## config.mk

```make
export PLATFORM = sky130hd
export DESIGN_NAME = pid_sum_sat
export DESIGN_NICKNAME = d
export VERILOG_FILES = /design/src/verilog/pid_sum_sat.sv
export SDC_FILE = /design/constraint.sdc
export NUM_CORES = 1
export LEC_CHECK = 0
export BUFFER_PORTS_ARGS = -buffer_cell sky130_fd_sc_hd__clkbuf_2
export CORE_UTILIZATION = 51
export DETAILED_ROUTE_END_ITERATION = 10
export GPL_TIMING_DRIVEN = 0
export PLACE_DENSITY = 0.81
export SKIP_LAST_GASP = 1
export SYNTH_ARGS = -nofsm -noshare
export SYNTH_HDL_FRONTEND = slang
export SYNTH_SLANG_ARGS = --single-unit
```

## constraint.sdc

```tcl
create_clock -name clk_i -period 3.3 [get_ports clk_i]
set_input_delay 0.66 -clock clk_i [delete_from_list [all_inputs] [get_ports clk_i]]
set_output_delay 0.66 -clock clk_i [all_outputs]
set_load 0.005 [all_outputs]
```

## src/verilog/pid_sum_sat.sv

```systemverilog
/*
  adds the CNI terms of each output and clips to the signed DW range
  one clock of latency, outputs are 0 after reset
*/

`timescale 1ns/1ns

module pid_sum_sat #(
  parameter int unsigned DW  = 14,  // data width
  parameter int unsigned CNI = 2,   // terms per output
  parameter int unsigned CNO = 2    // outputs
) (
  input  logic                                clk_i,
  input  logic                                rstn_i,
  input  logic signed [CNO-1:0][CNI-1:0][DW-1:0] term_i,
  output logic signed [CNO-1:0][DW-1:0]          dat_o
);

  localparam int unsigned SW = DW + $clog2(CNI);  // sum cannot overflow

  for (genvar o = 0; o < CNO; o++) begin : g_out
    logic signed [SW-1:0] sum;
    logic signed [DW-1:0] out_q;

    always_comb begin
      logic signed [DW-1:0] term;  // slice of packed array is unsigned
      sum = '0;
      for (int i = 0; i < CNI; i++) begin
        term = term_i[o][i];
        sum  = sum + SW'(term);
      end
    end

    always_ff @(posedge clk_i) begin
      if (!rstn_i) begin
        out_q <= '0;
      end else if (!sum[SW-1] && (|sum[SW-2:DW-1])) begin
        out_q <= {1'b0, {(DW-1){1'b1}}};  // positive clip
      end else if (sum[SW-1] && !(&sum[SW-2:DW-1])) begin
        out_q <= {1'b1, {(DW-1){1'b0}}};  // negative clip
      end else begin
        out_q <= sum[DW-1:0];
      end
    end

    assign dat_o[o] = out_q;
  end

endmodule

```

==> results.json <==
{
  "outcome": "completed",
  "drt_first_pass_iters": 4,
  "final_common_cell": "clkbuf_2",
  "synth_warnings": 0,
  "fmax_mhz": 339,
  "antenna_cells": 0,
  "grt-ovfl-total": 0,
  "initial_utilization": 0.536,
  "hold_class": "primary input to register",
  "final_area_mm2": 0.00310,
  "worstPathMaxFanout": 10,
  "cts.hold.buffers_added": 0,
  "finalMaxSlewViolations": 0,
  "dp.cells": 466,
  "dpl-instance-area_mm2": 0.00306,
  "grt_pass1_vias": 2263,
  "gp_congestion": 0.904,
  "hpwl_mm": 4.87,
  "p_comb_frac": 0.494,
  "io_pins": 86,
  "cts_tree": "done",
  "cts.repair.resized": 0,
  "root_buffer": "clkbuf_8",
  "rsz0062_at_grt": "false",
  "vias": 2627,
  "grt_pass1_wl_mm": 9.72,
  "worstMarginPinSlew_ns": 0.729,
  "synth-seq-area-share": 0.220,
  "syn_area_per_cell_um2": 8.11,
  "layout_common_cells": "clkbuf_2 (85), a21oi_1 (29)",
  "syn2layout_area_growth_pct": 21.6,
  "synth_enable_flop_cells": 0,
  "nNetsFinal": 492,
  "rows": 25,
  "io_buffers": 85,
  "synthTopCellsByArea": "dfxtp_1 (22%), ha_1 (14%), a21oi_1 (5.7%), nand2_1 (4.1%), nor2_1 (4.1%)",
  "slew_headroom": 0.511,
  "drv_cap": 0,
  "synthArstFlopShare": 0,
  "clkTransAtPathRegs_ns": 0.08,
  "final_hold_viol_count": 0,
  "crit_required_ns": 3.44,
  "wire_per_inst_um": 12.5,
  "endpoint_kind": "register",
  "drc_errors": 0,
  "clock_sinks": 28,
  "start_kind": "primary input",
  "sequentialPowerShare": 0.359,
  "reg_top3": "g_out.out_q: 28 flops",
  "peakVddDrop_uv": 164,
  "die_h_um": 72.7,
  "htree_levels": 1,
  "drive_gt1_frac": 0.279,
  "synth-main-ff-cell": "dfxtp_1",
  "p_sw_frac": 0.362,
  "internal_power_uw": 735,
  "synth_top_cell_by_area": "dfxtp_1",
  "cts_made_buffers": 3,
  "postSynthCellCount": 314,
  "synthDistinctLibCells": 58,
  "switching_power_uw": 416,
  "syn_nets": 402,
  "cts_setup_buffers": 0,
  "syn_area_mm2": 0.00255,
  "track_usage": 0.228,
  "die_w_um": 72.7,
  "largest_register_ffs": 28,
  "routed_wl_mm": 5.87,
  "period_needed_ns": 2.95,
  "coreArea_mm2": 0.00475,
  "setup_violations": 0,
  "viasPerCell": 5.60,
  "antenna_found_initial": 0,
  "timing.setup.tns_ns": 0,
  "final_cells": 469,
  "drt-initial-drc-count": 244,
  "die_area_mm2": 0.00528,
  "clk_path_buf_depth": 2,
  "worstPathArrival_ns": 3.09,
  "leakage_uw": 0.00150,
  "clockPowerShare": 0.147,
  "regMostFlops": "g_out.out_q",
  "period_share": 0.893,
  "yosys.area.top_type_share": 0.220,
  "crit_type": "primary input to register",
  "antenna_left": 0,
  "grt_start_max_net_pins": 15,
  "power.density_mw_per_mm2": 372,
  "synth_seq_cells": 28
}
==> layout make-up <==
type / instances / area, um2
buffer: 14 / 92.6
tap: 67 / 83.8
clock buffer: 3 / 41.3
multi-input combinational: 260 / 1850
timing repair buffer: 85 / 425
fill: 441 / 1660
sequential: 28 / 561
inverter: 12 / 45.0
==> power by group through the flow <==
| stage | combinational [uW] | clock, uW | sequential, uW |
|---|---|---|---|
| 3_5_place_dp | 561 | 0 | 421 |
| 4_1_cts | 564 | 173 | 413 |
| 6_report | 569 | 170 | 413 |
| 5_1_grt | 636 | 185 | 418 |
| 3_3_place_gp | 548 | 0 | 420 |
| 2_1_floorplan | 378 | 0 | 428 |
==> critical path: stages <==
cell	delay, ns
clkbuf_2	0.08
ha_1	0.27
clkbuf_1	0.19
a21oi_1	0.21
o21ai_1	0.12
a221oi_1	0.32
o21ai_1	0.25
or2_0	0.27
clkbuf_1	0.14
buf_2	0.20
a311oi_1	0.37
==> routing by layer <==
| layer | vias up | track usage | share of wire |
|---|---|---|---|
| met3 | 4 | 0.0262 | 0.081 |
| met2 | 105 | 0.371 | 0.44 |
| met1 | 1170 | 0.327 | 0.47 |
| li1 | 1348 | - | - |
| met5 | - | 0 | 0 |
| met4 | 0 | 0.0436 | 0.0084 |
==> per-stage QoR <==
stage	setup WS, ns	hold slack, ns	util	power [uW]
floorplan	0.516	0.943	-	806
global placement	0.253	1.03	0.643	968
detailed placement	0.111	1.03	0.643	982
CTS	0.378	0.824	0.652	1150
global route	0.214	0.830	0.652	1240
finish	0.353	0.832	0.652	1150
==> cells in the mapped netlist, types with 2 or more instances <==
cell type / instances
a21oi_1: 29
dfxtp_1: 28
ha_1: 28
nand2_1: 28
nor2_1: 28
nand3_1: 12
xnor2_1: 12
o211ai_1: 11
inv_1: 10
nand4_1: 9
o21ai_0: 9
a211oi_1: 8
xor2_1: 8
nor3_1: 7
a21o_1: 6
clkbuf_1: 6
nand2b_1: 6
o221a_2: 6
o21ai_1: 5
a311oi_1: 3
and3_1: 3
buf_2: 3
buf_6: 3
maj3_1: 3
a211o_1: 2
a21oi_2: 2
a221oi_1: 2
a311o_1: 2
and2b_2: 2
clkinv_1: 2
fa_1: 2
mux2i_1: 2
o211a_1: 2
==> path summary, 6_finish.rpt <==
path | cells after the start | end | from
setup / recovery | 11 | g_out[0].out_q[1] | term_i[6]
hold / removal | 3 | g_out[0].out_q[2] | rstn_i
==> cell families after synthesis <==
logic type,Yosys count,synth area share
buffers and inverters,26,0.0540
XOR/XNOR,20,0.0688
multiplexers,2,0.00786
AO/OA/AOI/OAI,99,0.281
flip-flops,28,0.220
adder cells (fa/ha/maj),33,0.165
AND/OR/NAND/NOR,106,0.203
Power figures use the tool's default switching activity.
