==> src/verilog/pid_pkg.sv <==
/*
  shared widths, shifts and register field codes for the MIMO PID
  setpoint and gains are signed CW-bit values, the integrator is IW wide
  shift amounts fix the gain scaling and are not run time settings
*/

package pid_pkg;

  //////////////////////////////////////////////////
  // widths
  //////////////////////////////////////////////////

  // setpoint and gain register width, two's complement
  localparam int unsigned CW = 14;

  // integrator accumulator, clipped not wrapped
  localparam int unsigned IW = 32;

  //////////////////////////////////////////////////
  // product scaling
  //////////////////////////////////////////////////

  localparam int unsigned PSR = 12;  // kp product shift
  localparam int unsigned ISR = 18;  // integrator output shift
  localparam int unsigned DSR = 10;  // kd difference shift

  //////////////////////////////////////////////////
  // per-block register fields, address bits 3:2
  //////////////////////////////////////////////////

  typedef enum logic [1:0] {
    FIELD_SP = 2'd0,  // setpoint
    FIELD_KP = 2'd1,  // proportional gain
    FIELD_KI = 2'd2,  // integral gain
    FIELD_KD = 2'd3   // derivative gain
  } reg_field_e;

endpackage

==> src/verilog/pid_block.sv <==
/*
  single PID controller, dat_i to dat_o in 3 clocks
  integrator clears while irst_i is high and clips at the IW range
  no derivative filter, output clipped to signed DW range
*/

`timescale 1ns/1ns

module pid_block #(
  parameter int unsigned DW = 14  // data width
) (
  input  logic                          clk_i,
  input  logic                          rstn_i,
  input  logic signed [DW-1:0]          dat_i,
  input  logic signed [pid_pkg::CW-1:0] set_sp_i,
  input  logic signed [pid_pkg::CW-1:0] set_kp_i,
  input  logic signed [pid_pkg::CW-1:0] set_ki_i,
  input  logic signed [pid_pkg::CW-1:0] set_kd_i,
  input  logic                          irst_i,
  output logic signed [DW-1:0]          dat_o
);

  localparam int unsigned CW  = pid_pkg::CW;
  localparam int unsigned IW  = pid_pkg::IW;
  localparam int unsigned EW  = ((DW > CW) ? DW : CW) + 1;  // error, no overflow
  localparam int unsigned MW  = EW + CW;                    // gain products
  localparam int unsigned DFW = MW + 1;                     // kd difference
  localparam int unsigned AW  = IW + 1;                     // integrator sum
  localparam int unsigned SW  = IW + 2;                     // term sum

  //////////////////////////////////////////////////
  // stage 1: error
  //////////////////////////////////////////////////

  logic signed [EW-1:0] err_q;

  always_ff @(posedge clk_i) begin
    err_q <= EW'(set_sp_i) - EW'(dat_i);
  end

  //////////////////////////////////////////////////
  // stage 2: P, I and D terms
  //////////////////////////////////////////////////

  logic signed [MW-1:0]  kp_mul, ki_mul, kd_mul;
  logic signed [MW-1:0]  p_q;
  logic signed [MW-1:0]  kd_prev_q;  // last err*kd
  logic signed [DFW-1:0] d_diff;
  logic signed [DFW-1:0] d_q;
  logic signed [AW-1:0]  int_sum;
  logic signed [IW-1:0]  int_q;
  logic signed [IW-1:0]  i_term;

  assign kp_mul = MW'(err_q) * MW'(set_kp_i);
  assign ki_mul = MW'(err_q) * MW'(set_ki_i);
  assign kd_mul = MW'(err_q) * MW'(set_kd_i);

  assign d_diff  = DFW'(kd_mul) - DFW'(kd_prev_q);
  assign int_sum = AW'(int_q) + AW'(ki_mul);  // one guard bit for clipping

  always_ff @(posedge clk_i) begin
    p_q <= kp_mul >>> pid_pkg::PSR;
    d_q <= d_diff >>> pid_pkg::DSR;
  end

  always_ff @(posedge clk_i) begin
    if (!rstn_i) begin
      kd_prev_q <= '0;
    end else begin
      kd_prev_q <= kd_mul;
    end
  end

  // accumulator, held at zero by irst_i
  always_ff @(posedge clk_i) begin
    if (!rstn_i) begin
      int_q <= '0;
    end else if (irst_i) begin
      int_q <= '0;
    end else if (int_sum[AW-1] != int_sum[AW-2]) begin
      // overflow, pin to the signed limit of the sum's sign
      int_q <= int_sum[AW-1] ? {1'b1, {(IW-1){1'b0}}} : {1'b0, {(IW-1){1'b1}}};
    end else begin
      int_q <= int_sum[IW-1:0];
    end
  end

  assign i_term = int_q >>> pid_pkg::ISR;

  //////////////////////////////////////////////////
  // stage 3: sum and clip
  //////////////////////////////////////////////////

  logic signed [SW-1:0] pid_sum;
  logic signed [DW-1:0] out_q;

  assign pid_sum = SW'(p_q) + SW'(i_term) + SW'(d_q);

  always_ff @(posedge clk_i) begin
    if (!pid_sum[SW-1] && (|pid_sum[SW-2:DW-1])) begin
      out_q <= {1'b0, {(DW-1){1'b1}}};   // max positive
    end else if (pid_sum[SW-1] && !(&pid_sum[SW-2:DW-1])) begin
      out_q <= {1'b1, {(DW-1){1'b0}}};   // min negative
    end else begin
      out_q <= pid_sum[DW-1:0];
    end
  end

  assign dat_o = out_q;

endmodule

==> config.mk <==
export PLATFORM = sky130hd
export DESIGN_NAME = pid_block
export DESIGN_NICKNAME = d
export VERILOG_FILES = /design/src/verilog/pid_pkg.sv /design/src/verilog/pid_block.sv
export SDC_FILE = /design/constraint.sdc
export NUM_CORES = 2
export LEC_CHECK = 0
export BUFFER_PORTS_ARGS = -buffer_cell sky130_fd_sc_hd__buf_2
export CAP_MARGIN = 40
export CORE_ASPECT_RATIO = 1.25
export CORE_MARGIN = 2
export CORE_UTILIZATION = 30
export CTS_BUF_LIST = sky130_fd_sc_hd__clkbuf_8
export DETAILED_ROUTE_END_ITERATION = 8
export GPL_ROUTABILITY_DRIVEN = 0
export GPL_TIMING_DRIVEN = 0
export SYNTH_ARGS = -nofsm -noshare
export SYNTH_HDL_FRONTEND = slang
export SYNTH_SLANG_ARGS = --single-unit
==> constraint.sdc <==
create_clock -name clk_i -period 11.83 [get_ports clk_i]
set_input_delay 0.5915 -clock clk_i [delete_from_list [all_inputs] [get_ports clk_i]]
set_output_delay 0.5915 -clock clk_i [all_outputs]
set_load 0.05 [all_outputs]
==> metrics <==
outcome complete, no violations; WHS 0.165 ns; Synth cell types 71; DP HPWL 79400 µm; Post-Route WL ~91000 µm; final worst path period need 8.99 ns; largest cells by area after synthesis fa_1, ha_1, inv_1; Bufs on Longest Clock Path 2; sequential area share after synthesis 0.0805; Worst Setup End Kind flip-flop; die extent in y around 370 µm; first-pass GRT wire length 144000 µm; Die ar. around 0.11 mm²; Worst-Margin Slew 0.963 ns; crit share post-route 0.760; most common flop cell mapped by yosys dfxtp_1; # hold bufs at CTS 0; max-cap violations 0; CTS tree done; max-slew violation count 0; Ys Warns 0; Synth Area per Inst 9.29 µm²; First DRT Iteration DRCs roughly 1.3k; CTS H-Tree Depth 4; Hold Crit Start irst_i; core box area 0.105 mm²; top-area cell type share of the netlist area 0.447; CP startpoint err_q[0]; DR DRC count 0; Ports 87; number of flops mapped to enable cells by yosys 0; Detail Route Antenna Nets 0; final hold vios 0; Setup TNS 0 ns; GRT Total Usage 0.179; worst path arrival time 9.48 ns; asr flop ratio synth 0; clock latency on the worst-skew pair around 0.63 ns; clk sink count 127; Starting Density 0.301; antenna violations before repair 17; pin count of the biggest net entering global routing 17; Mapped Area about 0.032 mm²; unrepaired setup endpoints after global routing no; largest area contributor in the netlist fa_1; Setup Skew 0.0385 ns; Crit Path Class reg -> reg; vias in the first global route between 20k and 25k; vias 22.9k; Final setup viols 0; # rows 133; crit start category flip-flop; Seq cells post-synth 127; WL/cell between 15 and 20 µm; Core Util, Final 0.328; worst hold path type in -> reg; TritonCTS buffer count 17; post_cts resized 0; grt ovf 0; TritonRoute pass-1 iters 5; Post-CTS Setup Inserts 0; CP required 12.32 ns; Final #Nets 4595; Die X-Extent 294 µm; synthesis-to-finish area growth 9.01%; cell count after synthesis about 3.4k; Rel. slew slack 0.358; CP Max Fanout 10; PortBufs 86; clock root buffer clkbuf_8; layout cells sized above 1 0.0511; syn_nets 4463; Clock transition at path regs 0.11 ns; Vias/cell 4.68; Max Freq 111 MHz; RR Startpoint err_q[0]
-- synth_stat cells, types with 4 or more instances --
cell type	count
inv_1	796
or4_1	5
o21ai_0	91
a211o_1	6
fa_1	705
xor2_1	42
nand2b_1	40
o21ai_1	6
nand4_1	10
o21a_1	18
buf_2	4
nor3_1	17
dfxtp_1	127
nand3_1	14
a31oi_1	16
o31ai_1	4
ha_1	288
or2_2	7
a211oi_1	8
a21boi_0	6
nor2b_1	19
and3_1	7
o21ai_2	6
nand2_1	355
nand3b_1	4
nor2_1	94
a21o_1	36
o31a_1	5
and2_1	306
xnor2_1	91
o211ai_1	6
nor4_1	5
o21bai_1	10
a21oi_1	78
clkbuf_1	111
a221oi_1	7
-- flip-flops by register name, summed over array words and instances (netlist names) --
register / count
dat_o: 14
d_q: 20
int_q: 32
p_q: 17
err_q: 15
kd_prev_q: 29
-- path summary, 6_finish.rpt --
path / endpoint / slack [ns] / depth (start not counted)
setup / recovery: d_q[19] / 2.84 / 27
hold / removal: int_q[31] / 0.16 / 2
setup reg to reg: d_q[19] / 2.84 / 27
hold reg to reg: int_q[0] / 0.58 / 3
-- cell type report --
| cell class | instances | area (µm²) |
|---|---|---|
| buffer | 117 | 459 |
| tap | 1350 | 1690 |
| antenna | 4 | 10.0 |
| clock inverter | 15 | 161 |
| sequential | 127 | 2540 |
| inverter | 796 | 2990 |
| clock buffer | 17 | 234 |
| timing repair buffer | 113 | 748 |
| fill | 11000 | 70400 |
| multi-input combinational | 2357 | 25600 |
-- per-stage QoR --
| stage | worst slack, ns | area [µm²] | std cells |
|---|---|---|---|
| CTS | 2.70 | 34400 | 4891 |
| global route | 2.26 | 34400 | 4896 |
| detailed placement | 2.79 | 34000 | 4859 |
| floorplan | 4.43 | 31600 | 3397 |
| finish | 2.84 | 34400 | 4896 |
| global placement | 2.77 | 33700 | 4833 |
-- cell usage in the layout (no fill, tap or decap), drive strengths merged, types with 40 or more instances in the layout --
cell type / n
nand2b: 40
and2: 307
o21ai: 103
buf: 119
xor2: 42
nor2: 94
dfxtp: 127
a21oi: 79
nand2: 356
fa: 705
xnor2: 91
inv: 806
clkbuf: 128
ha: 288
-- kinds of logic after synthesis --
group,Yosys count,share of synthesized area
XOR/XNOR,133,0.0369
multiplexers,5,0.00170
AO/OA/AOI/OAI,336,0.0702
AND/OR/NAND/NOR,890,0.140
adder cells (fa/ha/maj),993,0.561
buffers and inverters,913,0.109
flip-flops,127,0.0805
-- critical path, cell delays in order (launching register included) --
cell	delay, ns
dfxtp_1	0.67
clkbuf_1	0.60
clkbuf_1	0.66
nand2_1	0.17
fa_1	0.54
inv_1	0.05
ha_1	0.20
fa_1	0.43
ha_1	0.30
fa_1	0.49
inv_1	0.05
fa_1	0.49
inv_1	0.04
ha_1	0.26
or4_1	0.54
o21a_1	0.22
a21oi_1	0.40
nor2_1	0.11
xor2_1	0.30
ha_1	0.34
a21o_1	0.19
a21o_1	0.17
a21oi_1	0.24
nand3b_1	0.11
o221ai_1	0.39
o211ai_1	0.24
o31a_1	0.31
o21ai_0	0.32
-- routing by layer --
metal	track usage	vias up	routed length, µm
met4	0.104	20	5900
li1	-	10400	-
met1	0.211	11700	35000
met3	0.0302	197	4780
met2	0.306	589	45700
met5	0	-	110
Power is not shown: default switching activity piles up to over one toggle a cycle in this logic, so the estimate is an artifact.
