**src/verilog/pid_pkg.sv**
```systemverilog
/*
  shared widths, shifts and register field codes for the MIMO PID
  setpoint and gains are signed CW-bit values, the integrator is IW wide
  shift amounts fix the gain scaling and are not run time settings
*/

package pid_pkg;

  //////////////////////////////////////////////////
  // widths
  //////////////////////////////////////////////////

  // setpoint and gain register width, two's complement
  localparam int unsigned CW = 14;

  // integrator accumulator, clipped not wrapped
  localparam int unsigned IW = 32;

  //////////////////////////////////////////////////
  // product scaling
  //////////////////////////////////////////////////

  localparam int unsigned PSR = 12;  // kp product shift
  localparam int unsigned ISR = 18;  // integrator output shift
  localparam int unsigned DSR = 10;  // kd difference shift

  //////////////////////////////////////////////////
  // per-block register fields, address bits 3:2
  //////////////////////////////////////////////////

  typedef enum logic [1:0] {
    FIELD_SP = 2'd0,  // setpoint
    FIELD_KP = 2'd1,  // proportional gain
    FIELD_KI = 2'd2,  // integral gain
    FIELD_KD = 2'd3   // derivative gain
  } reg_field_e;

endpackage

```
**src/verilog/pid_regs.sv**
```systemverilog
/*
  setting registers for the PID array, full 32-bit word writes only
  CNI and CNO must be powers of two, CNO*CNI no more than 32
  every access is acknowledged one cycle later, no error response
*/

`timescale 1ns/1ns

module pid_regs #(
  parameter int unsigned CNI = 2,  // input channels
  parameter int unsigned CNO = 2   // output channels
) (
  input  logic                                      clk_i,
  input  logic                                      rstn_i,
  // system bus
  input  logic [31:0]                               sys_addr_i,
  input  logic [31:0]                               sys_wdata_i,
  input  logic                                      sys_wen_i,
  input  logic                                      sys_ren_i,
  output logic [31:0]                               sys_rdata_o,
  output logic                                      sys_ack_o,
  output logic                                      sys_err_o,
  // settings, one entry per output/input pair
  output logic [CNO-1:0][CNI-1:0][pid_pkg::CW-1:0]  set_sp_o,
  output logic [CNO-1:0][CNI-1:0][pid_pkg::CW-1:0]  set_kp_o,
  output logic [CNO-1:0][CNI-1:0][pid_pkg::CW-1:0]  set_ki_o,
  output logic [CNO-1:0][CNI-1:0][pid_pkg::CW-1:0]  set_kd_o,
  output logic [CNO-1:0][CNI-1:0]                   irst_o
);

  localparam int unsigned CW  = pid_pkg::CW;
  localparam int unsigned CLI = $clog2(CNI);
  localparam int unsigned CLO = $clog2(CNO);
  localparam int unsigned PW  = CLO + CLI;  // pair index width
  localparam int unsigned NP  = CNO * CNI;  // number of pairs

  //////////////////////////////////////////////////
  // address decode
  //////////////////////////////////////////////////

  logic                 blk_sel;  // 1: per-block space, 0: integrator reset word
  logic [PW-1:0]        pair;     // {o, i}, matches o*CNI+i
  pid_pkg::reg_field_e  field;

  assign blk_sel = sys_addr_i[4+PW];
  assign pair    = sys_addr_i[4+PW-1:4];
  assign field   = pid_pkg::reg_field_e'(sys_addr_i[3:2]);

  //////////////////////////////////////////////////
  // setting storage, flat by pair index
  //////////////////////////////////////////////////

  logic [NP-1:0][CW-1:0] sp_q;
  logic [NP-1:0][CW-1:0] kp_q;
  logic [NP-1:0][CW-1:0] ki_q;
  logic [NP-1:0][CW-1:0] kd_q;
  logic [NP-1:0]         irst_q;

  always_ff @(posedge clk_i) begin
    if (!rstn_i) begin
      sp_q   <= '0;
      kp_q   <= '0;
      ki_q   <= '0;
      kd_q   <= '0;
      irst_q <= '1;  // integrators held after reset
    end else if (sys_wen_i) begin
      if (!blk_sel) begin
        irst_q <= sys_wdata_i[NP-1:0];  // one bit per pair
      end else begin
        case (field)
          pid_pkg::FIELD_SP: sp_q[pair] <= sys_wdata_i[CW-1:0];
          pid_pkg::FIELD_KP: kp_q[pair] <= sys_wdata_i[CW-1:0];
          pid_pkg::FIELD_KI: ki_q[pair] <= sys_wdata_i[CW-1:0];
          pid_pkg::FIELD_KD: kd_q[pair] <= sys_wdata_i[CW-1:0];
        endcase
      end
    end
  end

  // flat pair order equals [o][i] packing
  assign set_sp_o = sp_q;
  assign set_kp_o = kp_q;
  assign set_ki_o = ki_q;
  assign set_kd_o = kd_q;
  assign irst_o   = irst_q;

  //////////////////////////////////////////////////
  // read back
  //////////////////////////////////////////////////

  logic [CW-1:0] fld_rd;  // addressed field of addressed pair
  logic [31:0]   rdata_q;
  logic          ack_q;

  always_comb begin
    case (field)
      pid_pkg::FIELD_SP: fld_rd = sp_q[pair];
      pid_pkg::FIELD_KP: fld_rd = kp_q[pair];
      pid_pkg::FIELD_KI: fld_rd = ki_q[pair];
      pid_pkg::FIELD_KD: fld_rd = kd_q[pair];
    endcase
  end

  // sampled on the read strobe, zero extended
  always_ff @(posedge clk_i) begin
    if (sys_ren_i) begin
      if (!blk_sel) begin
        rdata_q <= {{(32-NP){1'b0}}, irst_q};
      end else begin
        rdata_q <= {{(32-CW){1'b0}}, fld_rd};
      end
    end
  end

  // ack one cycle after any strobe
  always_ff @(posedge clk_i) begin
    if (!rstn_i) begin
      ack_q <= 1'b0;
    end else begin
      ack_q <= sys_wen_i | sys_ren_i;
    end
  end

  assign sys_rdata_o = rdata_q;
  assign sys_ack_o   = ack_q;
  assign sys_err_o   = 1'b0;  // no error responses

endmodule

```
**config.mk**
```make
export PLATFORM = sky130hd
export DESIGN_NAME = pid_regs
export DESIGN_NICKNAME = d
export VERILOG_FILES = /design/src/verilog/pid_pkg.sv /design/src/verilog/pid_regs.sv
export SDC_FILE = /design/constraint.sdc
export NUM_CORES = 1
export LEC_CHECK = 0
export ABC_AREA = 1
export BUFFER_PORTS_ARGS = -buffer_cell sky130_fd_sc_hd__buf_2
export CAP_MARGIN = 0
export CELL_PAD_IN_SITES_DETAIL_PLACEMENT = 1
export CELL_PAD_IN_SITES_GLOBAL_PLACEMENT = 1
export CORE_MARGIN = 8
export CORE_UTILIZATION = 31
export CTS_CLUSTER_DIAMETER = 100
export CTS_CLUSTER_SIZE = 16
export DETAILED_ROUTE_END_ITERATION = 7
export GPL_ROUTABILITY_DRIVEN = 0
export PLACE_DENSITY = 0.78
export SYNTH_ARGS = -nofsm -noshare
export SYNTH_HDL_FRONTEND = slang
export SYNTH_SLANG_ARGS = --single-unit
```
**constraint.sdc**
```tcl
create_clock -name clk_i -period 3.2 [get_ports clk_i]
set_clock_uncertainty 0.1 [all_clocks]
set_input_delay 0.64 -clock clk_i [delete_from_list [all_inputs] [get_ports clk_i]]
set_output_delay 0.64 -clock clk_i [all_outputs]
set_load 0.05 [all_outputs]
```
==> results of run 1 <==
-- worst max-delay path: stages --
cell     delay (ns)
buf_2          0.16
inv_4          0.20
nand2_2        0.09
inv_2          0.47
nand2_1        0.62
o21ai_0        0.34
a21oi_1        0.07
-- power by group through the flow --
stage,combinational (mW),clock (mW),sequential [mW]
floorplan,0.364,0,3.36
global route,0.816,2.43,3.14
global placement,0.752,0,3.20
detailed placement,0.764,0,3.20
finish,0.766,2.27,3.13
CTS,0.766,2.32,3.13
-- per-layer routing --
metal / vias to the layer above / global-route usage (%) / wire, µm
met5: - / 0 / 13
met4: 2 / 6.967 / 1538
met3: 69 / 5.601 / 3936
met2: 404 / 37.59 / 22450
met1: 5645 / 29.34 / 21070
li1: 5415 / - / -
-- per-stage QoR --
| stage | hold slack (ns) | cells | power [mW] | utilization [%] | setup WS, ns |
|---|---|---|---|---|---|
| after detailed placement | 0.3593 | 2187 | 3.967 | 36.03 | 0.3662 |
| final | 0.3244 | 2213 | 6.163 | 37.53 | 0.8593 |
| after CTS | 0.2953 | 2213 | 6.220 | 37.53 | 0.8955 |
| after global routing | 0.3061 | 2213 | 6.379 | 37.53 | 0.7501 |
| after global placement | 0.3511 | 2187 | 3.953 | 36.03 | 0.4366 |
| after floorplan | 0.5856 | 1571 | 3.722 | - | 1.277 |
-- synth_stat cells (all sizes together) --
cell type,n
buf,84
clkbuf,55
o21ai,162
nand2,285
conb,1
clkinv,1
nand3b,2
edfxtp,14
nor2,281
a22oi,2
nand4,9
inv,76
a21oi,142
dfxtp,229
nand3,210
-- final timing paths --
kind / end / slack, ns / cells past startpoint
worst max-delay path: set_sp_o[14]$_SDFFE_PN0P_ / 0.86 / 7
worst min-delay path: sys_ack_o$_SDFF_PN0_ / 0.32 / 3
worst max register to register: sys_rdata_o[12]$_SDFFCE_PN0P_ / 1.82 / 8
worst min register to register: set_sp_o[10]$_SDFFE_PN0P_ / 0.37 / 2
-- flip-flops by register name (all words and copies together) (netlist names) --
register / cells
irst_o: 4
set_kd_o: 56
set_ki_o: 56
set_kp_o: 56
sys_rdata_o: 14
set_sp_o: 56
sys_ack_o: 1
-- logic make-up (layout without fill, tap and decap cells) --
family | count (synthesis) | in the layout | share of synthesized area (%)
flip-flops | 243 | 243 | 45.95
other | 1 | 19 | 0.03443
AO/OA/AOI/OAI | 306 | 306 | 14.11
buffers and inverters | 216 | 403 | 9.236
AND/OR/NAND/NOR | 787 | 787 | 30.67
-- cell type report --
type	count	area, µm²	area share [%]
sequential	243	5005	38.60
clock inverter	2	25.02	0.1930
timing repair buffer	300	1629	12.57
inverter	77	294.0	2.268
tap	455	569.3	4.391
clock buffer	24	494.2	3.812
multi-input combinational	1112	4949	38.17
-- placed cells by master (no fill, tap or decap), drive strengths merged --
| cell type | n |
|---|---|
| inv | 78 |
| a22oi | 2 |
| conb | 19 |
| nor2 | 281 |
| o21ai | 162 |
| clkinv | 1 |
| nand3b | 2 |
| nand2 | 285 |
| nand4 | 9 |
| clkbuf | 24 |
| a21oi | 142 |
| nand3 | 210 |
| buf | 300 |
| dfxtp | 229 |
| edfxtp | 14 |
==> metrics.md, run 1 <==
| Metric | Value |
|---|---|
| Status | finished, final reports clean |
| Number of instances resized during post-cts repair | 0 |
| Maximum vdd ir drop | 0.3717 mV |
| Final wirelength | between 40 and 50 mm |
| Final max-slew violation count | 0 |
| Post-synthesis sequential element count | about 240 |
| Die Span X | 203.4 µm |
| Number of antenna violations at the first check in global routing | 1 |
| Register share of total power | between 50% and 60% |
| Cell leakage power | between 5 and 6 nW |
| Internal power | ~4.3 mW |
| Crit-path max FO | 22 |
| Fmax | approximately 0.43 GHz |
| Post-detailed-placement half-perimeter wirelength | ~36 mm |
| Unrepaired setup endpoints after global routing | false |
| Port buffer count | 265 |
| Placed instance area | roughly 0.012 mm² |
| Sort of element at the end of the critical path | flop |
| Leftover overflow at the end of global routing | 0 |
| Core outline area | ~0.035 mm² |
| Power density over cell area | 475.3 mW/mm² |
| Pin count of the biggest net entering global routing | ~70 |
| Proportion of netlist area held by the largest area contributor | roughly 42% |
| Antenna diode instance count | 0 |
| CTS tree | built |
| Total CTS buffers | 19 |
| Overall fraction of global-route tracks in use | between 20% and 30% |
| Fin. Hold Viols | 0 |
| Setup CP Type | in -> reg |
| Number of warnings printed during yosys synthesis | 0 |
| Count of hold buffers inserted by post-cts repair | 0 |
| DR vias/cell | around 5.2 |
| Worst Min Path Start | sys_wen_i |
| Number of global-route vias before repair | 11950 |
| First-pass GRT wire length | between 70 and 80 mm |
| R2R Path Start | set_kd_o[26]$_SDFFE_PN0P_ |
| Num rows | between 60 and 70 |
| Required time of the critical path | about 3.5 ns |
| Post-detailed-route count of antenna-violating nets | 0 |
| Via count | about 12000 |
| Initial cell density of the core | between 30% and 40% |
| Area overhead of the layout relative to synthesis | 19.03% |
| # H-tree levels | 1 |
| Count of max-cap constraint violations | 0 |
| Post-layout nets | 1821 |
| Avg WL per Cell | 22.15 µm |
| First-pass DRT Iterations | 5 |
| Worst EP arrival | roughly 2.6 ns |
| Syn_area_per_cell | between 7 and 8 µm² |
| Worst slew slack as a fraction of its limit | a little under half |
| Clock network fraction of total power | between 30% and 40% |
| Cell area after layout | roughly 0.013 mm² |
| Source of the critical timing path | sys_addr_i[5] |
| Switching Fraction | 29.70% |
| Top Ports | 330 |
| Sequential share of the synthesized area | 45.95% |
| Clock sink count | around 240 |
| Number of distinct library cell variants in the gate-level netlist after synthesis | 25 |
| Setup violation total in the final timing report | 0 |
| Buffers from clock root to sink, at most | 3 |
| Die outline area | slightly above 0.04 mm² |
| Gate count of the mapped netlist | 1553 |
| Final period demand of the worst path | 2.341 ns |
| Remaining design rule violation count | 0 |
| Syn Std Cell Area | between 0.01 and 0.015 mm² |
| Fraction of final layout cells sized beyond drive strength 1 | approximately a fifth |
| Filler Cells Inserted | around 4500 |
| Vertical extent of the die | 203.4 µm |
| Skew-Pair Late Insertion Delay | approximately 0.53 ns |
| Tightest Pin Transition | slightly below 0.8 ns |
| Classification of the worst-slack hold path | in -> reg |
| Net switching power | roughly 1.8 mW |
| Final worst path period share | between 70% and 80% |
| Startpoint types | input pin |
| Number of buffers inserted by post-CTS setup repair | 0 |
| CTS root buffer | clkbuf_16 |
| Combinational group share of total power | approximately 12% |
| Final sum of negative setup slack | 0 ns |
| Synth top area cells | dfxtp_1 42%, nand3_1 9.6%, nand2_1 9.5% |
| Drt first-iter violations | 571 |
| Clock-pin slew on the worst setup and hold paths | 0.07 ns |
| Yosys top cell by area | dfxtp_1 |
(Power assumes the default switching activity.)
==> run 2, diff against run 1 <==
ABC_AREA = 0   (was 1)
PLACE_DENSITY = 0.73   (was 0.78)
clock period = 2.3 ns   (was 3.2 ns; I/O delays follow)
==> run 2 against run 1 <==
  * Via count is 9.3% lower
  * Register-to-register slack worse by 1.4 ns
  * Combinational power is 24% higher
==> metrics.md, run 2 <==
| Metric | Value |
|---|---|
| Most common cell type on the critical path | buf_4 |
| Count of hold buffers inserted by post-cts repair | 0 (unchanged) |
| Slowest cell on the critical path | buf_4 (was nand2_1) |
| Post-layout nets | 1559 (was 1821) |
| Worst path cell trace | buf_4 -> buf_12 -> buf_4 -> nand2_2 -> nor2_2 -> buf_4 -> nand2_1 -> a21boi_0 (was buf_2 -> inv_4 -> nand2_2 -> inv_2 -> nand2_1 -> o21ai_0 -> a21oi_1) |
| First-pass DRT Iterations | 5 (unchanged) |
| Antenna diode instance count | 0 (unchanged) |
| Avg WL per Cell | 25.43 µm (was 22.15 µm) |
| Drt first-iter violations | 701 (was 571) |
| Overall fraction of global-route tracks in use | 22.04% (was 22.89%) |
| Die Span X | 208.5 µm (was 203.4 µm) |
| Placed instance area | 0.01345 mm² (was 0.01245 mm²) |
| Initial cell density of the core | 31.44% (was 31.53%) |
| Number of distinct library cell variants in the gate-level netlist after synthesis | 49 (was 25) |
| Count of max-cap constraint violations | 0 (unchanged) |
| Top Ports | 330 (unchanged) |
| Max stage delay on crit path | 0.32 ns (was 0.62 ns) |
| Worst slew slack as a fraction of its limit | 58.68% (was 47.31%) |
| Setup CP Type | in -> reg (unchanged) |
| Final sum of negative setup slack | 0 ns (unchanged) |
| Clock sink count | 243 (unchanged) |
| Leading cell types in the layout, fill and taps excluded | 332 x nand2_1, 262 x buf_2, 229 x dfxtp_1, 194 x a21boi_0, 129 x o21ai_0 (was 276 x nand2_1, 270 x nor2_1, 264 x buf_2, 229 x dfxtp_1, 210 x nand3_1) |
| Power density over cell area | 601.5 mW/mm² (was 475.3 mW/mm²) |
| Number of buffers inserted by post-CTS setup repair | 0 (unchanged) |
| DR vias/cell | 5.337 (was 5.212) |
| Cell area after layout | 0.01396 mm² (was 0.01296 mm²) |
| Fraction of final layout cells sized beyond drive strength 1 | 29.20% (was 20.31%) |
| Proportion of netlist area held by the largest area contributor | 39.93% (was 42.09%) |
| Final wirelength | 49.87 mm (was 49.01 mm) |
| Maximum vdd ir drop | 0.4667 mV (was 0.3717 mV) |
| CTS root buffer | clkbuf_16 (unchanged) |
| Fmax | a little over 0.5 GHz |
| Tightest Pin Transition | 0.6198 ns (was 0.7885 ns) |
| Sequential share of the synthesized area | 43.59% (was 45.95%) |
| Fin. Hold Viols | 0 (unchanged) |
| Via count | 10470 (was 11540) |
| Yosys top cell by area | dfxtp_1 (unchanged) |
| Required time of the critical path | 2.64 ns (was 3.46 ns) |
| Predominant post-synthesis flop cell | dfxtp_1 (unchanged) |
| Hold slack final | 0.1698 ns (was 0.3244 ns) |
| Number of warnings printed during yosys synthesis | 0 (unchanged) |
| Buffers from clock root to sink, at most | 3 (unchanged) |
| Filler Cells Inserted | 4281 (was 4506) |
| Crit-path max FO | 28 (was 22) |
| Top cell types by occurrence after synthesis | 332 x nand2_1, 229 x dfxtp_1, 194 x a21boi_0 (was 276 x nand2_1, 270 x nor2_1, 229 x dfxtp_1) |
| Async set-or-reset flop fraction in the synthesized netlist | 0% (unchanged) |
| Startpoint types | input pin (unchanged) |
| Pin count of the biggest net entering global routing | 68 (unchanged) |
| Cell class contributing the biggest share of worst-path delay | buffers and inverters (unchanged) |
| Gate count of the mapped netlist | 1257 (was 1553) |
| Area of combinational cells with multiple inputs | 0.005683 mm² (was 0.004949 mm²) |
| Number of antenna violations at the first check in global routing | 1 (unchanged) |
| Skew-Pair Late Insertion Delay | 0.53 ns (about the same) |
| Die outline area | 0.04345 mm² (was 0.04139 mm²) |
| Syn_area_per_cell | 9.135 µm² (was 7.013 µm²) |
| Final max-slew violation count | 0 (unchanged) |
| Number of instances resized during post-cts repair | 0 (unchanged) |
| Post-synthesis sequential element count | 243 (unchanged) |
| Number of enable-type register cells in the synthesized netlist | 14 (unchanged) |
| First-pass GRT wire length | 73.26 mm (was 74.45 mm) |
| Final worst path period share | between 80% and 90% |
| Sort of element at the end of the critical path | flop (unchanged) |
| Utilization after layout | 38.23% (was 37.53%) |
| Num rows | 70 (was 68) |
| Number of global-route vias before repair | 10830 (was 11950) |
| CTS tree | built (unchanged) |
| Final period demand of the worst path | a little under 2 ns |
| Classification of the worst-slack hold path | in -> reg (unchanged) |
| Cell leakage power | 5.468 nW (was 5.824 nW) |
| Status | finished, final reports clean (unchanged) |
| Post-detailed-placement half-perimeter wirelength | 36.92 mm (was 35.86 mm) |
| Cell with the most instances after synthesis | nand2_1 (unchanged) |
| Port buffer count | 265 (unchanged) |
| Clock-pin slew on the worst setup and hold paths | 0.08 ns (was 0.07 ns) |
| Leftover overflow at the end of global routing | 0 (unchanged) |
| Most common cell after layout, fill and taps aside | nand2_1 (unchanged) |
| FF+latch area | 0.005005 mm² (unchanged) |
| Vertical extent of the die | 208.5 µm (was 203.4 µm) |
| Syn Std Cell Area | 0.01148 mm² (was 0.01089 mm²) |
| Worst EP arrival | 2.30 ns (was 2.60 ns) |
| # H-tree levels | 1 (unchanged) |
| Core outline area | 0.03652 mm² (was 0.03454 mm²) |
| Final Power | 8.397 mW (was 6.163 mW) |
| Setup violation total in the final timing report | 0 (unchanged) |
| Post-detailed-route count of antenna-violating nets | 0 (unchanged) |
| Synth top area cells | dfxtp_1 40%, a21boi_0 13%, nand2_1 11% (was dfxtp_1 42%, nand3_1 9.6%, nand2_1 9.5%) |
| Area overhead of the layout relative to synthesis | 21.59% (was 19.03%) |
| Total CTS buffers | 19 (unchanged) |
| Remaining design rule violation count | 0 (unchanged) |
| WP buf/inv | 4 (was 3) |
| Unrepaired setup endpoints after global routing | false (unchanged) |
==> run 2: layout make-up <==
type / count / share of cell area (%)
multi-input combinational: 874 / 40.71
inverter: 4 / 0.1075
clock inverter: 2 / 0.1792
timing repair buffer: 349 / 15.50
tap: 468 / 4.194
clock buffer: 21 / 3.459
sequential: 243 / 35.85
==> run 2: layer usage <==
layer,routed length (µm),GRT usage [%],vias to the layer above,part of all wire (%)
li1,-,-,4753,-
met2,23260,36.03,344,47
met3,3457,4.705,85,6.9
met5,13,0,-,0.026
met1,20950,27.82,5281,42
met4,2193,9.422,2,4.4
==> run 2: path summary, 6_finish.rpt <==
kind	from	to	slack [ns]	cells past startpoint
max	sys_addr_i[4]	set_kd_o[45]$_SDFFE_PN0P_	0.34	8
min	rstn_i	irst_o[3]$_SDFFE_PN1P_	0.17	2
max reg2reg	set_kd_o[23]$_SDFFE_PN0P_	sys_rdata_o[9]$_SDFFCE_PN0P_	0.43	3
min reg2reg	set_sp_o[21]$_SDFFE_PN0P_	set_sp_o[21]$_SDFFE_PN0P_	0.37	2
==> run 2: kinds of logic after synthesis <==
family	Yosys count	synth area share [%]
AND/OR/NAND/NOR	379	13.96
multiplexers	70	11.15
flip-flops	243	43.59
AO/OA/AOI/OAI	406	23.77
buffers and inverters	158	7.508
other	1	0.03266
==> run 2: worst reg2reg max path, cell delays in order (launching register included) <==
cell	delay [ns]
dfxtp_1	0.34
mux4_2	0.52
a22oi_1	0.42
a21boi_0	0.21
==> run 2: report_power, final <==
part           internal (mW)  switching [mW]
Sequential              4.29          0.0330
Combinational          0.269           0.685
Clock                   1.50            1.62
Total                   6.06            2.34
==> run 2: metrics by stage <==
stage,setup slack (ns),std cells
3_5_place_dp,-0.2172,1938
5_1_grt,0.2061,1961
3_3_place_gp,-0.1449,1938
6_report,0.3417,1961
4_1_cts,0.3247,1961
2_1_floorplan,0.4265,1275
